**config.mk**
```make
export PLATFORM = sky130hd
export DESIGN_NAME = tube_display_top
export DESIGN_NICKNAME = d
export VERILOG_FILES = /design/src/design/tube_pkg.sv /design/src/design/tube_cfg_if.sv /design/src/design/tube_regs.sv /design/src/design/bin_to_bcd.sv /design/src/design/digit_scanner.sv /design/src/design/seg_decoder.sv /design/src/design/tube_display_top.sv
export SDC_FILE = /design/constraint.sdc
export NUM_CORES = 1
export LEC_CHECK = 0
export BUFFER_PORTS_ARGS = -buffer_cell sky130_fd_sc_hd__buf_2
export CAP_MARGIN = 20
export CORE_UTILIZATION = 40
export DETAILED_ROUTE_END_ITERATION = 16
export GPL_ROUTABILITY_DRIVEN = 0
export HOLD_SLACK_MARGIN = 0.05
export SYNTH_ARGS = -nofsm -noshare
export SYNTH_HDL_FRONTEND = slang
export SYNTH_SLANG_ARGS = --single-unit
```
**constraint.sdc**
```tcl
create_clock -name clk_tube -period 2.5 [get_ports clk_tube]
set_input_delay 0.125 -clock clk_tube [delete_from_list [all_inputs] [get_ports clk_tube]]
set_output_delay 0.125 -clock clk_tube [all_outputs]
set_load 0.005 [all_outputs]
```
**src/design/tube_pkg.sv**
```systemverilog
package tube_pkg;

    localparam int value_width = 32;
    localparam int digit_count = 8;
    localparam int bcd_width   = 32;                // four bits per position
    localparam int conv_cycles = 32;                // one shift per value bit

    localparam logic addr_value = 1'b0;
    localparam logic addr_ctrl  = 1'b1;             // bit 0 enable, bit 1 hex_mode

    // segment order is {g, f, e, d, c, b, a}, a zero bit lights the segment
    localparam logic [6:0] seg_blank = 7'b111_1111;

    localparam logic [6:0] glyph_0 = 7'b100_0000;
    localparam logic [6:0] glyph_1 = 7'b111_1001;
    localparam logic [6:0] glyph_2 = 7'b010_0100;
    localparam logic [6:0] glyph_3 = 7'b011_0000;
    localparam logic [6:0] glyph_4 = 7'b001_1001;
    localparam logic [6:0] glyph_5 = 7'b001_0010;
    localparam logic [6:0] glyph_6 = 7'b000_0010;
    localparam logic [6:0] glyph_7 = 7'b111_1000;
    localparam logic [6:0] glyph_8 = 7'b000_0000;
    localparam logic [6:0] glyph_9 = 7'b001_0000;
    localparam logic [6:0] glyph_a = 7'b000_1000;
    localparam logic [6:0] glyph_b = 7'b000_0011;   // lower case b
    localparam logic [6:0] glyph_c = 7'b100_0110;
    localparam logic [6:0] glyph_d = 7'b010_0001;   // lower case d
    localparam logic [6:0] glyph_e = 7'b000_0110;
    localparam logic [6:0] glyph_f = 7'b000_1110;

endpackage

```
**src/design/tube_cfg_if.sv**
```systemverilog
interface tube_cfg_if;

    import tube_pkg::*;

    logic [value_width-1:0] value;      // value register, also read as hex nibbles
    logic                   enable;     // display on
    logic                   hex_mode;   // 0 shows decimal, 1 shows hex
    logic                   value_wr;   // one cycle pulse on a value write

    modport regs (
        output value,
        output enable,
        output hex_mode,
        output value_wr
    );

    modport conv (
        input  value,
        input  value_wr
    );

    modport scan (
        input  enable,
        input  hex_mode
    );

endinterface

```
**src/design/tube_regs.sv**
```systemverilog
module tube_regs (
    input  logic                              clk_tube,
    input  logic                              rst_n,
    input  logic                              host_req,
    input  logic                              host_addr,
    input  logic [tube_pkg::value_width-1:0]  host_wdata,
    output logic                              host_ack,
    tube_cfg_if.regs                          cfg
);

    import tube_pkg::*;

    typedef enum logic {
        ack_idle,
        ack_hold
    } ack_state_t;

    ack_state_t state;

    // a write is taken once per req, ack then holds until req drops
    always_ff @(posedge clk_tube or negedge rst_n) begin
        if (!rst_n) begin
            state        <= ack_idle;
            cfg.value    <= '0;
            cfg.enable   <= 1'b0;
            cfg.hex_mode <= 1'b0;
            cfg.value_wr <= 1'b0;
        end else begin
            cfg.value_wr <= 1'b0;
            case (state)
                ack_idle: begin
                    if (host_req) begin
                        state <= ack_hold;
                        if (host_addr == addr_value) begin
                            cfg.value    <= host_wdata;
                            cfg.value_wr <= 1'b1;     // same edge as ack rising
                        end else if (host_addr == addr_ctrl) begin
                            cfg.enable   <= host_wdata[0];
                            cfg.hex_mode <= host_wdata[1];
                        end
                    end
                end
                ack_hold: begin
                    if (!host_req) begin
                        state <= ack_idle;
                    end
                end
                default: begin
                    state <= ack_idle;
                end
            endcase
        end
    end

    assign host_ack = (state == ack_hold);

endmodule

```
**src/design/bin_to_bcd.sv**
```systemverilog
module bin_to_bcd (
    input  logic                            clk_tube,
    input  logic                            rst_n,
    tube_cfg_if.conv                        cfg,
    output logic [tube_pkg::bcd_width-1:0]  bcd_digits
);

    import tube_pkg::*;

    localparam int work_width = bcd_width + value_width;

    logic [work_width-1:0] work;    // {bcd digits, remaining binary bits}
    logic [4:0]            step;    // shifts done so far
    logic                  busy;
    logic                  done;

    // one double dabble step: add 3 to every digit of 5 or more, then shift
    function automatic logic [work_width-1:0] dabble_step(input logic [work_width-1:0] w);
        logic [work_width-1:0] t;
        t = w;
        for (int i = 0; i < digit_count; i++) begin
            if (t[value_width + 4*i +: 4] >= 4'd5) begin
                t[value_width + 4*i +: 4] = t[value_width + 4*i +: 4] + 4'd3;
            end
        end
        // a carry out of the top digit is lost, which leaves the value mod 10^8
        return t << 1;
    endfunction

    always_ff @(posedge clk_tube) begin
        if (cfg.value_wr) begin
            work <= dabble_step({{bcd_width{1'b0}}, cfg.value}); // first shift on capture
        end else if (busy) begin
            work <= dabble_step(work);
        end
    end

    always_ff @(posedge clk_tube or negedge rst_n) begin
        if (!rst_n) begin
            step <= 5'd0;
            busy <= 1'b0;
            done <= 1'b0;
        end else if (cfg.value_wr) begin
            step <= 5'd1;                   // a new write restarts the conversion
            busy <= 1'b1;
            done <= 1'b0;
        end else if (busy) begin
            if (step == 5'(conv_cycles - 1)) begin
                busy <= 1'b0;
                done <= 1'b1;
            end else begin
                step <= step + 5'd1;
            end
        end else begin
            done <= 1'b0;
        end
    end

    // old digits stay on the tubes until a conversion completes
    always_ff @(posedge clk_tube or negedge rst_n) begin
        if (!rst_n) begin
            bcd_digits <= '0;
        end else if (done) begin
            bcd_digits <= work[work_width-1 -: bcd_width];
        end
    end

endmodule

```
**src/design/digit_scanner.sv**
```systemverilog
module digit_scanner (
    input  logic                                clk_tube,
    input  logic                                rst_n,
    tube_cfg_if.scan                            cfg,
    input  logic [tube_pkg::bcd_width-1:0]      bcd_digits,
    input  logic [tube_pkg::value_width-1:0]    hex_value,
    output logic [3:0]                          digit,
    output logic                                blank,
    output logic [tube_pkg::digit_count-1:0]    pos_enable
);

    import tube_pkg::*;

    logic [2:0]             pos;            // 7 is the leftmost tube
    logic                   zero_run;       // only zeros so far in this sweep
    logic                   lead;
    logic [digit_count-1:0] pos_onehot;

    always_ff @(posedge clk_tube or negedge rst_n) begin
        if (!rst_n) begin
            pos      <= 3'(digit_count - 1);
            zero_run <= 1'b1;
        end else begin
            pos      <= pos - 3'd1;         // wraps from 0 back to 7
            zero_run <= lead && (digit == 4'd0);
        end
    end

    always_comb begin
        if (cfg.hex_mode) begin
            digit = hex_value[4*pos +: 4];
        end else begin
            digit = bcd_digits[4*pos +: 4];
        end

        lead = (pos == 3'(digit_count - 1)) || zero_run;

        pos_onehot      = '0;
        pos_onehot[pos] = 1'b1;

        if (!cfg.enable) begin
            blank      = 1'b1;
            pos_enable = '1;                // all tubes off
        end else begin
            // the rightmost tube stays lit so zero reads as 0
            blank      = !cfg.hex_mode && lead && (digit == 4'd0) && (pos != 3'd0);
            pos_enable = ~pos_onehot;
        end
    end

endmodule

```
**src/design/seg_decoder.sv**
```systemverilog
module seg_decoder (
    input  logic                                clk_tube,
    input  logic                                rst_n,
    input  logic [3:0]                          digit,
    input  logic                                blank,
    input  logic [tube_pkg::digit_count-1:0]    pos_enable,
    output logic [6:0]                          seg_tube,
    output logic [tube_pkg::digit_count-1:0]    seg_enable
);

    import tube_pkg::*;

    logic [6:0] glyph;

    always_comb begin
        case (digit)
            4'h0:    glyph = glyph_0;
            4'h1:    glyph = glyph_1;
            4'h2:    glyph = glyph_2;
            4'h3:    glyph = glyph_3;
            4'h4:    glyph = glyph_4;
            4'h5:    glyph = glyph_5;
            4'h6:    glyph = glyph_6;
            4'h7:    glyph = glyph_7;
            4'h8:    glyph = glyph_8;
            4'h9:    glyph = glyph_9;
            4'ha:    glyph = glyph_a;
            4'hb:    glyph = glyph_b;
            4'hc:    glyph = glyph_c;
            4'hd:    glyph = glyph_d;
            4'he:    glyph = glyph_e;
            default: glyph = glyph_f;
        endcase
    end

    // segments and position enable leave on the same edge
    always_ff @(posedge clk_tube or negedge rst_n) begin
        if (!rst_n) begin
            seg_tube   <= seg_blank;
            seg_enable <= '1;
        end else begin
            seg_tube   <= blank ? seg_blank : glyph;
            seg_enable <= pos_enable;
        end
    end

endmodule

```
**src/design/tube_display_top.sv**
```systemverilog
module tube_display_top (
    input  logic                                clk_tube,
    input  logic                                rst_n,

    input  logic                                host_req,
    input  logic                                host_addr,
    input  logic [tube_pkg::value_width-1:0]    host_wdata,
    output logic                                host_ack,

    output logic [6:0]                          seg_tube,
    output logic [tube_pkg::digit_count-1:0]    seg_enable
);

    import tube_pkg::*;

    tube_cfg_if cfg ();

    logic [bcd_width-1:0]   bcd_digits;
    logic [3:0]             digit;
    logic                   blank;
    logic [digit_count-1:0] pos_enable;

    tube_regs u_regs (
        .clk_tube   (clk_tube),
        .rst_n      (rst_n),
        .host_req   (host_req),
        .host_addr  (host_addr),
        .host_wdata (host_wdata),
        .host_ack   (host_ack),
        .cfg        (cfg.regs)
    );

    bin_to_bcd u_bcd (
        .clk_tube   (clk_tube),
        .rst_n      (rst_n),
        .cfg        (cfg.conv),
        .bcd_digits (bcd_digits)
    );

    digit_scanner u_scan (
        .clk_tube   (clk_tube),
        .rst_n      (rst_n),
        .cfg        (cfg.scan),
        .bcd_digits (bcd_digits),
        .hex_value  (cfg.value),        // hex mode shows the raw register
        .digit      (digit),
        .blank      (blank),
        .pos_enable (pos_enable)
    );

    seg_decoder u_dec (
        .clk_tube   (clk_tube),
        .rst_n      (rst_n),
        .digit      (digit),
        .blank      (blank),
        .pos_enable (pos_enable),
        .seg_tube   (seg_tube),
        .seg_enable (seg_enable)
    );

endmodule

```
# Yosys cells after proc, flatten, opt, wreduce, memory -nomap -nowiden
# Memories as Yosys holds them, arrays and structs flattened.
# Index checks and enable logic that the tools add are counted.
# totals
register_bits,157
romBits,112
mem_count,1
# memory_table
memory,depth,word_bits,rd,rd_clocked_by_memory_dff,write_ports,line_no,source
(no name shown),16,7,1,0,0,seg_decoder.sv:16,case (digit)
# op_classes
n_addsub,10
order_cmp,10
n_eq_ne,4
shifts,2
mux,29
n_bitwise,3
n_reduce_logical,13
# ops
operator,count
two-way mux 33 bit,2
indexed part select 32 x 6 -> 4 bit,2
"greater-or-equal comparator 4 x 3 -> 1 bit, second input constant",8
two-way mux 4 bit,8
"adder 4 x 2 -> 4 bit, second input constant",7
two-way mux 5 bit,3
two-way mux 1 bit,12
two-way mux 8 bit,1
inverter 8 bit,1
two-way mux 7 bit,1
AND reduction 3 bit,2
"adder 5 x 1 -> 5 bit, second input constant",1
"equality test 5 bit, second input constant",1
logical AND 1 bit,5
zero test 4 bit,1
"less-than comparator 3 x 4 -> 1 bit, second input constant",1
"adder 3 x 2 -> 3 bit, second input constant",1
demux 1 bit (select 3 bit),1
"equality test 3 bit, second input constant",1
"greater-or-equal comparator 3 x 1 -> 1 bit, second input constant",1
two-way mux 3 bit,1
"inequality test 3 bit, second input constant",1
nonzero test 3 bit,1
"subtractor 3 x 1 -> 3 bit, second input constant",1
6 further kinds,7

# Longest topological paths before layout
# Gate-level depths: netlist of run 1.
# logic_depth
depth_word,7
ltp_mapped,11
mapped_depth_nobuf,9

# By module
# Synthesis of run 1 repeated with hierarchy kept, for this count alone.
# unflattened
hier_cells,599
hier_area_um2,7657.3
# by_module_without_submodules
module,n_inst,cells_each,area_each_um2,seq_area_each_um2
bin_to_bcd,1,405,4777.1,2557.5
tube_regs,1,75,1343.8,900.9
digit_scanner,1,70,845.8,105.1
seg_decoder,1,49,690.7,394.1

# Worst setup path before layout of run 1
# OpenSTA, ideal clock, no wires.
# synth_timing
path_kind,register -> register
from,reg u_scan.pos[0]
to,reg u_dec.seg_tube[1]
arrival_ns,2.463
slack_ns,-0.064
stages_incl_launch_ff,11
path_buffers,2
period_less_slack_ns,2.564
cell_sequence,dfstp_2 buf_6 buf_8 mux4_2 mux4_2 inv_1 ha_1 inv_1 nor2_1 a21oi_1 o211ai_1
# synth_between
elab_chain_len,7
elab_cells_between_ends,13
cone_classes,1 x eq/ne; 2 x shift; 3 x mux; 6 x reduce/logical; 1 x memory
# synth_lines
item,line_no,source
"start, declared",digit_scanner.sv:14,logic [2:0] pos;
"start signal, assigned",digit_scanner.sv:21,pos <= 3'(digit_count - 1);
"start signal, assigned",digit_scanner.sv:24,pos <= pos - 3'd1;
"parallel branches: the longest is 6 deep, another holds memory (16 x 7 bit)",--,
two-way mux 7 bit (*),seg_decoder.sv:42,seg_tube <= blank ? seg_blank : glyph;
"end signal, assigned",seg_decoder.sv:39,seg_tube <= seg_blank;
"end signal, assigned",seg_decoder.sv:42,
"end, declared",seg_decoder.sv:7,"output logic [6:0] seg_tube,"
# Every way passes the cells marked *.
# A chain may end at the register's enable or synchronous reset.

# Worst setup path in the final report of run 1
# layout_timing
from,reg u_scan.pos[0]
to,reg u_dec.seg_tube[3]
# Same word-level chain as after synthesis.

==> impl_metrics.tcl, run 1 <==
set metrics [dict create \
    status "finished, final reports clean" \
    path_buf_inv 1 \
    cp.arrival_ns 2.78 \
    cp_top_family "multiplexers" \
    worst_pin_slew_ns 0.7939 \
    required_ns 2.83 \
    crit_path_max_incr_delay_ns 0.57 \
    clock_latency_ns 0.42 \
    cpMostUsedCell "mux4_2" \
    cts_made_buffers 17 \
    cts_tree "done" \
    grt_pass1_vias 4761 \
    antenna_cells 0 \
    multiInputGateArea_mm2 0.003229 \
    cts_max_level 4 \
    maxCapViolCount 0 \
    vias_per_cell 5.227 \
    portBuffers 51 \
    finalClockSkew_ns 0.007643 \
    synthFlopType "dfrtp_1" \
    hold_path.class "input port to flop" \
    drc 0 \
    drtPass1Iterations 5 \
    peakVddDrop_mv 0.5105 \
    setup_viol 0 \
    path_cells "buf_12 -> mux4_2 -> mux4_2 -> ha_2 -> mux2_2 -> nand2_1 -> o211ai_1" \
    synth_edf_count 32 \
    hold_slack_ns 0.1179 \
    clock_sinks 157 \
    rsz0062_at_grt "true" \
    postRouteAntennaNets 0 \
    slew_headroom_pct 47.07 \
    synth.net_count 638 \
    fill_cells 1536 \
    place_hpwl_um 10620 \
    drive_gt1_share_pct 36.43 \
    cp_max_fo 5 \
    overflow 0 \
    seq_area_frac_synth_pct 54.00 \
    clk_path_buf_depth 2 \
    vias 4798 \
    timing.final.crit_period_ns 2.454 \
    leakagePower_nw 3.937 \
    synth-seq-cells 157 \
    dieArea_mm2 0.01887 \
    start_util_pct 40.80 \
    syn-instance-count 576 \
    die_h_um 137.4 \
    io_pins 52 \
    grt_pass1_wl_um 24630 \
    stdcell_count 918 \
    async_flop_share_pct 59.87 \
    dpl_cell_area_mm2 0.007896 \
    antenna_found_initial 0 \
    die_w_um 137.4 \
    synth_area_per_cell_um2 12.72 \
    critical_path.slowest_cell "dfstp_2" \
    max_freq_mhz 407.4 \
    crit_path_end_kind "flop" \
    grt_max_degree 49 \
    worst_setup_path_start_kind "flop" \
    clockRootBuffer "clkbuf_16" \
    slew_violations 0 \
    power.density_mw_per_mm2 957.0 \
    core_area_mm2 0.01796 \
    synth_area_mm2 0.007328 \
    nNetsFinal 738 \
    rows 49 \
    drt_iter0_drc 259 \
    track_usage_pct 17.58 \
    clk_pin_slew_worst_paths_ns 0.06 \
    wirelength_um 15260 \
    syn2layout_area_growth_pct 22.28 \
    wl_per_cell_um 16.62 \
    ys_warn_count 0 \
    seq_area_mm2 0.003959 \
    finalCritPeriodShare_pct 98.17 \
    hold_viol 0 \
    placed_cells 844 \
    yosysUniqueCellTypes 43 \
    critPathKind "flop to flop" \
    fin_area_mm2 0.008961 \
]
## power by group
group	internal (W)	leakage [nW]	total (W)	switching, W
registers	0.00344	1.76	0.00399	0.000553
clock network	0.00147	0.275	0.00248	0.00100
logic	0.00114	1.90	0.00211	0.000972
total	0.00605	3.94	0.00858	0.00253
## worst paths after layout
kind | startpoint | end | slack, ns | cells after the start
worst max-delay path | u_scan.pos[0]$_DFF_PN1_ | u_dec.seg_tube[3]$_DFF_PN1_ | 0.05 | 7
worst min-delay path | host_addr | u_regs.cfg.hex_mode$_DFFE_PN0P_ | 0.12 | 3
worst max register to register | u_scan.pos[0]$_DFF_PN1_ | u_dec.seg_tube[3]$_DFF_PN1_ | 0.05 | 7
worst min register to register | u_bcd.work[63]$_SDFFE_PP0P_ | u_bcd.work[63]$_SDFFE_PP0P_ | 0.48 | 2
max in group asynchronous | rst_n | u_scan.pos[0]$_DFF_PN1_ | 1.51 | 3
min in group asynchronous | rst_n | u_regs.cfg.value[8]$_DFFE_PN0P_ | 0.26 | 2
## cells by family (layout without fill, tap and decap cells)
family          Yosys count  after routing  synth area share (%)
compound gates           68             68                 5.259
xor+xnor                 19             19                 2.271
fa+ha+maj                26             26                 4.439
buf+inv                  54            166                 3.176
flops                   157            157                 54.00
mux                     130            130                 23.05
simple gates            122            123                 7.803
## cells in the mapped netlist, types with 9 or more instances
library cell,instances,area (µm²)
mux4_1,14,367.9
o21ai_0,24,120.1
mux2i_1,15,150.1
mux2_2,98,1104
ha_1,26,325.3
inv_1,25,93.84
xnor2_1,9,78.83
nand2b_1,10,62.56
xor2_1,10,87.58
dfxtp_1,31,620.6
nand3_1,17,85.08
nor2_1,42,157.7
a21oi_1,33,165.2
dfstp_2,19,499.2
dfrtp_1,75,1877
edfxtp_1,32,960.9
clkbuf_1,17,63.81
nand2_1,29,108.9
## layout by cell type (no fill, tap or decap), types with 23 or more instances in the layout
master	count
mux2_2	98
dfrtp_1	74
buf_2	50
nor2_1	41
dlygate4sd3_1	34
a21oi_1	32
edfxtp_1	32
dfxtp_1	31
nand2_1	29
o21ai_0	23
## worst reg2reg max path: cells and delay by family, from the launching register on
family	cells	cell delay (ns)
buf+inv	1	0.12
simple gates	1	0.07
flops	1	0.57
mux	3	1.30
compound gates	1	0.09
fa+ha+maj	1	0.22
## cell type report
cell class	count	area share [%]
Inverter	25	1.131
Tap cell	229	3.197
Clock inverter	10	0.9913
Sequential cell	157	44.18
Timing Repair Buffer	109	9.048
Multi-Input combinational cell	366	36.04
Clock buffer	22	5.417
## through the flow
step | worst slack, ns | total power (W) | setup TNS (ns) | util, %
floorplan | -0.04101 | 0.005383 | -0.08141 | -
global placement | 0.01678 | 0.005890 | 0 | 43.96
detailed placement | -0.04933 | 0.006028 | -0.2138 | 43.96
CTS | 0.003859 | 0.008598 | 0 | 49.24
global route | -0.02532 | 0.009118 | -0.04958 | 49.89
finish | 0.04569 | 0.008576 | 0 | 49.89
## timing repair
| action | 4_1_cts | 5_1_grt |
|---|---|---|
| pin swaps | 1 | 4 |
| resized for setup | 6 | 20 |
| buffers inserted | 4 | 3 |
| setup endpoints to repair | 7 | 7 |
| hold buffers | 34 | 0 |
| hold endpoints to repair | 64 | 0 |
| gates cloned | 0 | 1 |
## per-layer routing
metal | wire (µm) | global-route usage [%] | part of all wire [%]
met5 | 0 | 0 | 0
met4 | 269 | 7.265 | 1.8
met3 | 605 | 3.937 | 4.0
met2 | 7543 | 28.84 | 49
met1 | 6839 | 22.39 | 45
## registers in the layout, indices dropped and copies added (netlist names)
signal / cells
u_dec.seg_enable: 8
u_regs.host_ack: 1
u_bcd.busy: 1
u_regs.cfg.value: 32
u_bcd.step: 5
u_regs.cfg.hex_mode: 1
u_regs.cfg.enable: 1
u_scan.zero_run: 1
u_dec.seg_tube: 7
u_regs.cfg.value_wr: 1
u_scan.pos: 3
u_bcd.work: 63
u_bcd.bcd_digits: 32
u_bcd.done: 1
(Power assumes the default switching activity.)
==> run 2, diff against run 1 <==
--- a/config.mk
+++ b/config.mk
@@ -8,8 +8,10 @@
 export BUFFER_PORTS_ARGS = -buffer_cell sky130_fd_sc_hd__buf_2
 export CAP_MARGIN = 20
 export CORE_UTILIZATION = 40
+export CTS_BUF_LIST = sky130_fd_sc_hd__clkbuf_16
 export DETAILED_ROUTE_END_ITERATION = 16
 export GPL_ROUTABILITY_DRIVEN = 0
+export GPL_TIMING_DRIVEN = 0
 export HOLD_SLACK_MARGIN = 0.05
 export SYNTH_ARGS = -nofsm -noshare
 export SYNTH_HDL_FRONTEND = slang
==> impl_metrics.tcl, run 2 (synthesized netlist as in run 1, its figures left out) <==
set metrics [dict create \
    status "complete, but fails checks" \
    violations "setup timing" \
    postRouteAntennaNets 0 \
    p_int_w 0.006214 \
    r2r_slack_ns -0.13 \
    placed_cells 857 \
    power_frac_clock_pct 30.4 \
    wirelength_um 16330 \
    grt_max_degree 62 \
    max_freq_mhz 380.4 \
    critPathKind "flop to flop" \
    core_area_mm2 0.01796 \
    drt_iter0_drc 280 \
    crit_path_end_kind "flop" \
    timing.final.crit_period_ns 2.629 \
    maxCapViolCount 0 \
    finalCritPeriodShare_pct 105.2 \
    drtPass1Iterations 4 \
    vias_per_cell 5.232 \
    leakagePower_nw 3.950 \
    cp_top_family "multiplexers" \
    drive_gt1_share_pct 33.67 \
    hold_viol 0 \
    largest_register "u_bcd.work" \
    portBuffers 51 \
    io_pins 52 \
    start_util_pct 40.80 \
    clockRootBuffer "clkbuf_16" \
    cp_max_fo 6 \
    critical_path.slowest_cell "dfstp_2" \
    die_h_um 137.4 \
    switching_share_pct 29.31 \
    clk_path_buf_depth 2 \
    grt_use_met2_pct 31.76 \
    cts_max_level 4 \
    cp.arrival_ns 2.96 \
    antenna_cells 0 \
    required_ns 2.83 \
    dieArea_mm2 0.01887 \
    min_to "u_regs.cfg.hex_mode$_DFFE_PN0P_" \
    overflow 0 \
    hold_path.class "input port to flop" \
    track_usage_pct 18.96 \
    r2r-start "u_scan.pos[0]$_DFF_PN1_" \
    worstHoldPathCells 3 \
    clock_latency_ns 0.43 \
    top_regs "u_bcd.work x63, u_bcd.bcd_digits x32, u_regs.cfg.value x32" \
    p_sw_w 0.002576 \
    vias 4866 \
    clock_sinks 157 \
    slew_violations 0 \
    slew_headroom_pct 37.86 \
    syn2layout_area_growth_pct 22.90 \
    min_from "host_addr" \
    path_cells "buf_12 -> buf_12 -> mux4_2 -> mux4_2 -> inv_4 -> ha_4 -> inv_4 -> nor2_2 -> a21oi_2 -> o211ai_1" \
    clk_pin_slew_worst_paths_ns 0.06 \
    peakVddDrop_mv 0.5709 \
    finalClockSkew_ns 0.007964 \
    final_common_cell "mux2_2" \
    antenna_found_initial 0 \
    grt_pass1_vias 4897 \
    path_buf_inv 4 \
    rows 49 \
    rsz0062_at_grt "true" \
    drc 0 \
    grtUsageMet3_pct 3.311 \
    worst_pin_slew_ns 0.9301 \
    cts_made_buffers 17 \
    busiest_layer "met2" \
    wl_per_cell_um 17.56 \
    cts_tree "done" \
    largest_register_ffs 63 \
    r2r-end "u_dec.seg_tube[1]$_DFF_PN1_" \
    grt_pass1_wl_um 26450 \
    power.density_mw_per_mm2 976.0 \
    setup_tns_ns -0.4966 \
    crit_path_max_incr_delay_ns 0.58 \
    setup_viol 7 \
    nNetsFinal 750 \
    stdcell_count 930 \
    die_w_um 137.4 \
    met1_usage_pct 23.56 \
    most-common-layout-cells "98 x mux2_2, 75 x dfrtp_1, 52 x buf_2, 41 x nor2_1, 34 x dlygate4sd3_1" \
    power_frac_comb_pct 24.9 \
    power_frac_seq_pct 44.6 \
    worst_setup_path_start_kind "flop" \
    worst_slack_ns -0.1291 \
    place_hpwl_um 11380 \
    r2r_cells 10 \
]
==> run 2: cell count changes in the layout (fill, tap and decap cells not counted), sizes merged <==
cell / previous run / this run
bufinv: 1 / 4
clkbuf: 22 / 34
nand3: 19 / 18
clkinv: 6 / 7
inv: 25 / 28
clkinvlp: 3 / 1
buf: 75 / 71
==> run 2: repair_timing <==
item	in CTS	in global routing
gates resized for setup	10	13
hold endpoints to repair	68	0
pin swaps	0	4
hold buffers	34	0
endpoints found under the setup margin	8	40
setup buffers	7	0
cloned	0	0
==> run 2: cell type report <==
cell class	count	area, µm²
Fill cell	1542	8957
Sequential cell	157	3958
Multi-Input combinational cell	365	3209
Timing Repair Buffer	93	690.7
Clock buffer	17	425.4
Tap cell	229	286.5
Clock inverter	15	180.2
Buffer	29	155.1
Inverter	25	101.3
==> run 2: metrics by stage <==
step                      total power, W  hold WS (ns)  utilization (%)  worst slack [ns]  cell area (µm²)
after CTS                       0.008806        0.1128            49.82           -0.1134             8949
final                           0.008790        0.1226            50.14           -0.1291             9006
after floorplan                 0.005383       -0.1706                -          -0.04101             7345
after detailed placement        0.006047        0.1273            44.07           -0.3977             7916
after global routing            0.009324        0.1421            50.14           -0.2168             9006
after global placement          0.005901        0.2550            43.90           -0.2997             7886
==> run 2: worst max path at each step <==
stage / from / to / slack (ns) / cells after the start
global placement: u_scan.pos[0]$_DFF_PN1_ / u_dec.seg_tube[3]$_DFF_PN1_ / -0.30 / 8
finish: u_scan.pos[0]$_DFF_PN1_ / u_dec.seg_tube[1]$_DFF_PN1_ / -0.13 / 10
global route: u_scan.pos[0]$_DFF_PN1_ / u_dec.seg_tube[1]$_DFF_PN1_ / -0.22 / 10
CTS: u_scan.pos[0]$_DFF_PN1_ / u_dec.seg_tube[1]$_DFF_PN1_ / -0.11 / 10
floorplan: u_scan.pos[0]$_DFF_PN1_ / u_dec.seg_tube[3]$_DFF_PN1_ / -0.04 / 8
detailed placement: u_scan.pos[0]$_DFF_PN1_ / u_dec.seg_tube[1]$_DFF_PN1_ / -0.40 / 11
==> run 2: routing by layer <==
metal,part of all wire [%],routed length [µm]
met1,44,7258
met2,50,8134
met3,2.7,436
met4,3.1,503
met5,0,0
==> run 2: power groups by stage <==
stage | Combinational [W] | Sequential, W | Clock [W]
2_1_floorplan | 0.00161 | 0.00377 | 0
3_3_place_gp | 0.00197 | 0.00393 | 0
3_5_place_dp | 0.00208 | 0.00396 | 0
4_1_cts | 0.00216 | 0.00393 | 0.00273
5_1_grt | 0.00247 | 0.00403 | 0.00283
6_report | 0.00219 | 0.00392 | 0.00267
==> run 2: worst reg2reg max path: stages (launching register included) <==
cell      delay [ns]
dfstp_2         0.58
buf_12          0.14
buf_12          0.12
mux4_2          0.48
mux4_2          0.56
inv_4           0.13
ha_4            0.22
inv_4           0.05
nor2_2          0.03
a21oi_2         0.11
o211ai_1        0.12
==> run 3, diff against run 2 <==
--- a/config.mk
+++ b/config.mk
@@ -5,14 +5,16 @@
 export SDC_FILE = /design/constraint.sdc
 export NUM_CORES = 1
 export LEC_CHECK = 0
-export BUFFER_PORTS_ARGS = -buffer_cell sky130_fd_sc_hd__buf_2
 export CAP_MARGIN = 20
 export CORE_UTILIZATION = 40
 export CTS_BUF_LIST = sky130_fd_sc_hd__clkbuf_16
 export DETAILED_ROUTE_END_ITERATION = 16
+export DONT_BUFFER_PORTS = 1
 export GPL_ROUTABILITY_DRIVEN = 0
 export GPL_TIMING_DRIVEN = 0
 export HOLD_SLACK_MARGIN = 0.05
+export PLACE_DENSITY = 0.55
+export SKIP_CTS_REPAIR_TIMING = 1
 export SYNTH_ARGS = -nofsm -noshare
 export SYNTH_HDL_FRONTEND = slang
 export SYNTH_SLANG_ARGS = --single-unit
==> impl_metrics.tcl, run 3 (synthesized netlist as in run 1, its figures left out) <==
set metrics [dict create \
    portBuffers 0 \
    cp_top_family "multiplexers" \
    switching_share_pct 29.61 \
    timing.final.crit_period_ns 2.682 \
    io_pins 52 \
    drc 0 \
    cts_made_buffers 17 \
    nNetsFinal 703 \
    die_h_um 137.4 \
    overflow 0 \
    hold_path.class "input port to flop" \
    worstHoldPathCells 2 \
    clk_pin_slew_worst_paths_ns 0.06 \
    largest_register_ffs 63 \
    critPathKind "flop to flop" \
    dieArea_mm2 0.01887 \
    violations "setup timing" \
    cts_max_level 4 \
    status "complete, but fails checks" \
    dpl_cell_area_mm2 0.007631 \
    worst_setup_path_start_kind "flop" \
    wl_per_cell_um 18.27 \
    path_buf_inv 2 \
    dp_slack_ns -0.3921 \
    power_frac_seq_pct 46.7 \
    vias_per_cell 5.280 \
    peakVddDrop_mv 0.5186 \
    max_freq_mhz 372.9 \
    path_cells "buf_12 -> buf_12 -> mux4_2 -> mux4_2 -> ha_2 -> mux2_2 -> nand2_1 -> o211ai_1" \
    die_w_um 137.4 \
    worst_slack_ns -0.1815 \
    p_sw_w 0.002502 \
    setup_viol 7 \
    cp.arrival_ns 3.01 \
    largest_register "u_bcd.work" \
    postRouteAntennaNets 0 \
    maxCapViolCount 0 \
    wirelength_um 16130 \
    clk_path_buf_depth 2 \
    rows 49 \
    crit_path_max_incr_delay_ns 0.60 \
    track_usage_pct 18.04 \
    vias 4662 \
    fin_area_mm2 0.008698 \
    p_int_w 0.005948 \
    clockRootBuffer "clkbuf_16" \
    crit_cells 8 \
    place_hpwl_um 10990 \
    clock_latency_ns 0.43 \
    drtPass1Iterations 4 \
    grt_max_degree 95 \
    r2r_cells 8 \
    most-common-layout-cells "98 x mux2_2, 75 x dfrtp_1, 42 x nor2_1, 36 x dlygate4sd3_1, 33 x a21oi_1" \
    critical_path.slowest_cell "dfstp_2" \
    cp_max_fo 5 \
    syn2layout_area_growth_pct 18.70 \
    hold_viol 0 \
    worst_pin_slew_ns 0.8780 \
    antenna_cells 0 \
    grt_pass1_vias 4511 \
    top_regs "u_bcd.work x63, u_bcd.bcd_digits x32, u_regs.cfg.value x32" \
    cts_tree "done" \
    power_frac_clock_pct 29.2 \
    slew_headroom_pct 41.47 \
    finalClockSkew_ns 0.008272 \
    fin_util_pct 48.42 \
    start_util_pct 40.80 \
    leakagePower_nw 3.785 \
    power.density_mw_per_mm2 971.4 \
    core_area_mm2 0.01796 \
    rsz0062_at_grt "true" \
    power_frac_comb_pct 24.1 \
    drt_iter0_drc 217 \
    slew_violations 0 \
    finalCritPeriodShare_pct 107.3 \
    drive_gt1_share_pct 27.06 \
    antenna_found_initial 0 \
    clock_sinks 157 \
    grt_pass1_wl_um 24960 \
    required_ns 2.83 \
    final_common_cell "mux2_2" \
    crit_path_end_kind "flop" \
]
run 3: final timing paths:
path	from	endpoint	slack, ns
max reg2reg	u_scan.pos[0]$_DFF_PN1_	u_dec.seg_tube[3]$_DFF_PN1_	-0.18
max in group asynchronous	rst_n	u_dec.seg_enable[3]$_DFF_PN1_	1.78
min in group asynchronous	rst_n	u_bcd.bcd_digits[6]$_DFFE_PN0P_	0.33
min reg2reg	u_bcd.work[63]$_SDFFE_PP0P_	u_bcd.work[63]$_SDFFE_PP0P_	0.50
max	u_scan.pos[0]$_DFF_PN1_	u_dec.seg_tube[3]$_DFF_PN1_	-0.18
min	host_addr	u_regs.cfg.value[1]$_DFFE_PN0P_	0.08
run 3: power groups by stage:
stage          logic, W  clock network [W]  registers [W]
6_report        0.00204            0.00246        0.00394
5_1_grt         0.00230            0.00262        0.00405
4_1_cts         0.00197            0.00251        0.00395
3_5_place_dp    0.00195                  0        0.00398
3_3_place_gp    0.00187                  0        0.00396
2_1_floorplan   0.00161                  0        0.00377
run 3: area by class of cell:
class                           instances  area (µm²)
Timing Repair Buffer                   46       485.5
Sequential cell                       157        3958
Clock inverter                         13       83.83
Tap cell                              229       286.5
Multi-Input combinational cell        365        3161
Inverter                               25       93.84
Clock buffer                           19       475.5
Fill cell                            1597        9265
Buffer                                 29       155.1
run 3: per-layer routing:
layer | vias up | share of wire (%) | GRT usage, % | routed length, µm
li1 | 2198 | - | - | -
met1 | 2363 | 46 | 23.25 | 7357
met2 | 80 | 50 | 29.52 | 8030
met3 | 21 | 2.8 | 4.231 | 457
met4 | 0 | 1.8 | 6.593 | 283
met5 | - | 0 | 0 | 0
run 3: per-stage QoR:
stage / std cells / hold slack (ns) / total power (W) / TNS (ns)
floorplan: 576 / -0.1706 / 0.005383 / -0.08141
global placement: 805 / -0.1673 / 0.005824 / -2.269
detailed placement: 805 / -0.1670 / 0.005933 / -2.814
CTS: 837 / -0.6260 / 0.008425 / -3.527
global route: 883 / 0.08788 / 0.008979 / -1.507
finish: 883 / 0.08000 / 0.008449 / -0.9459
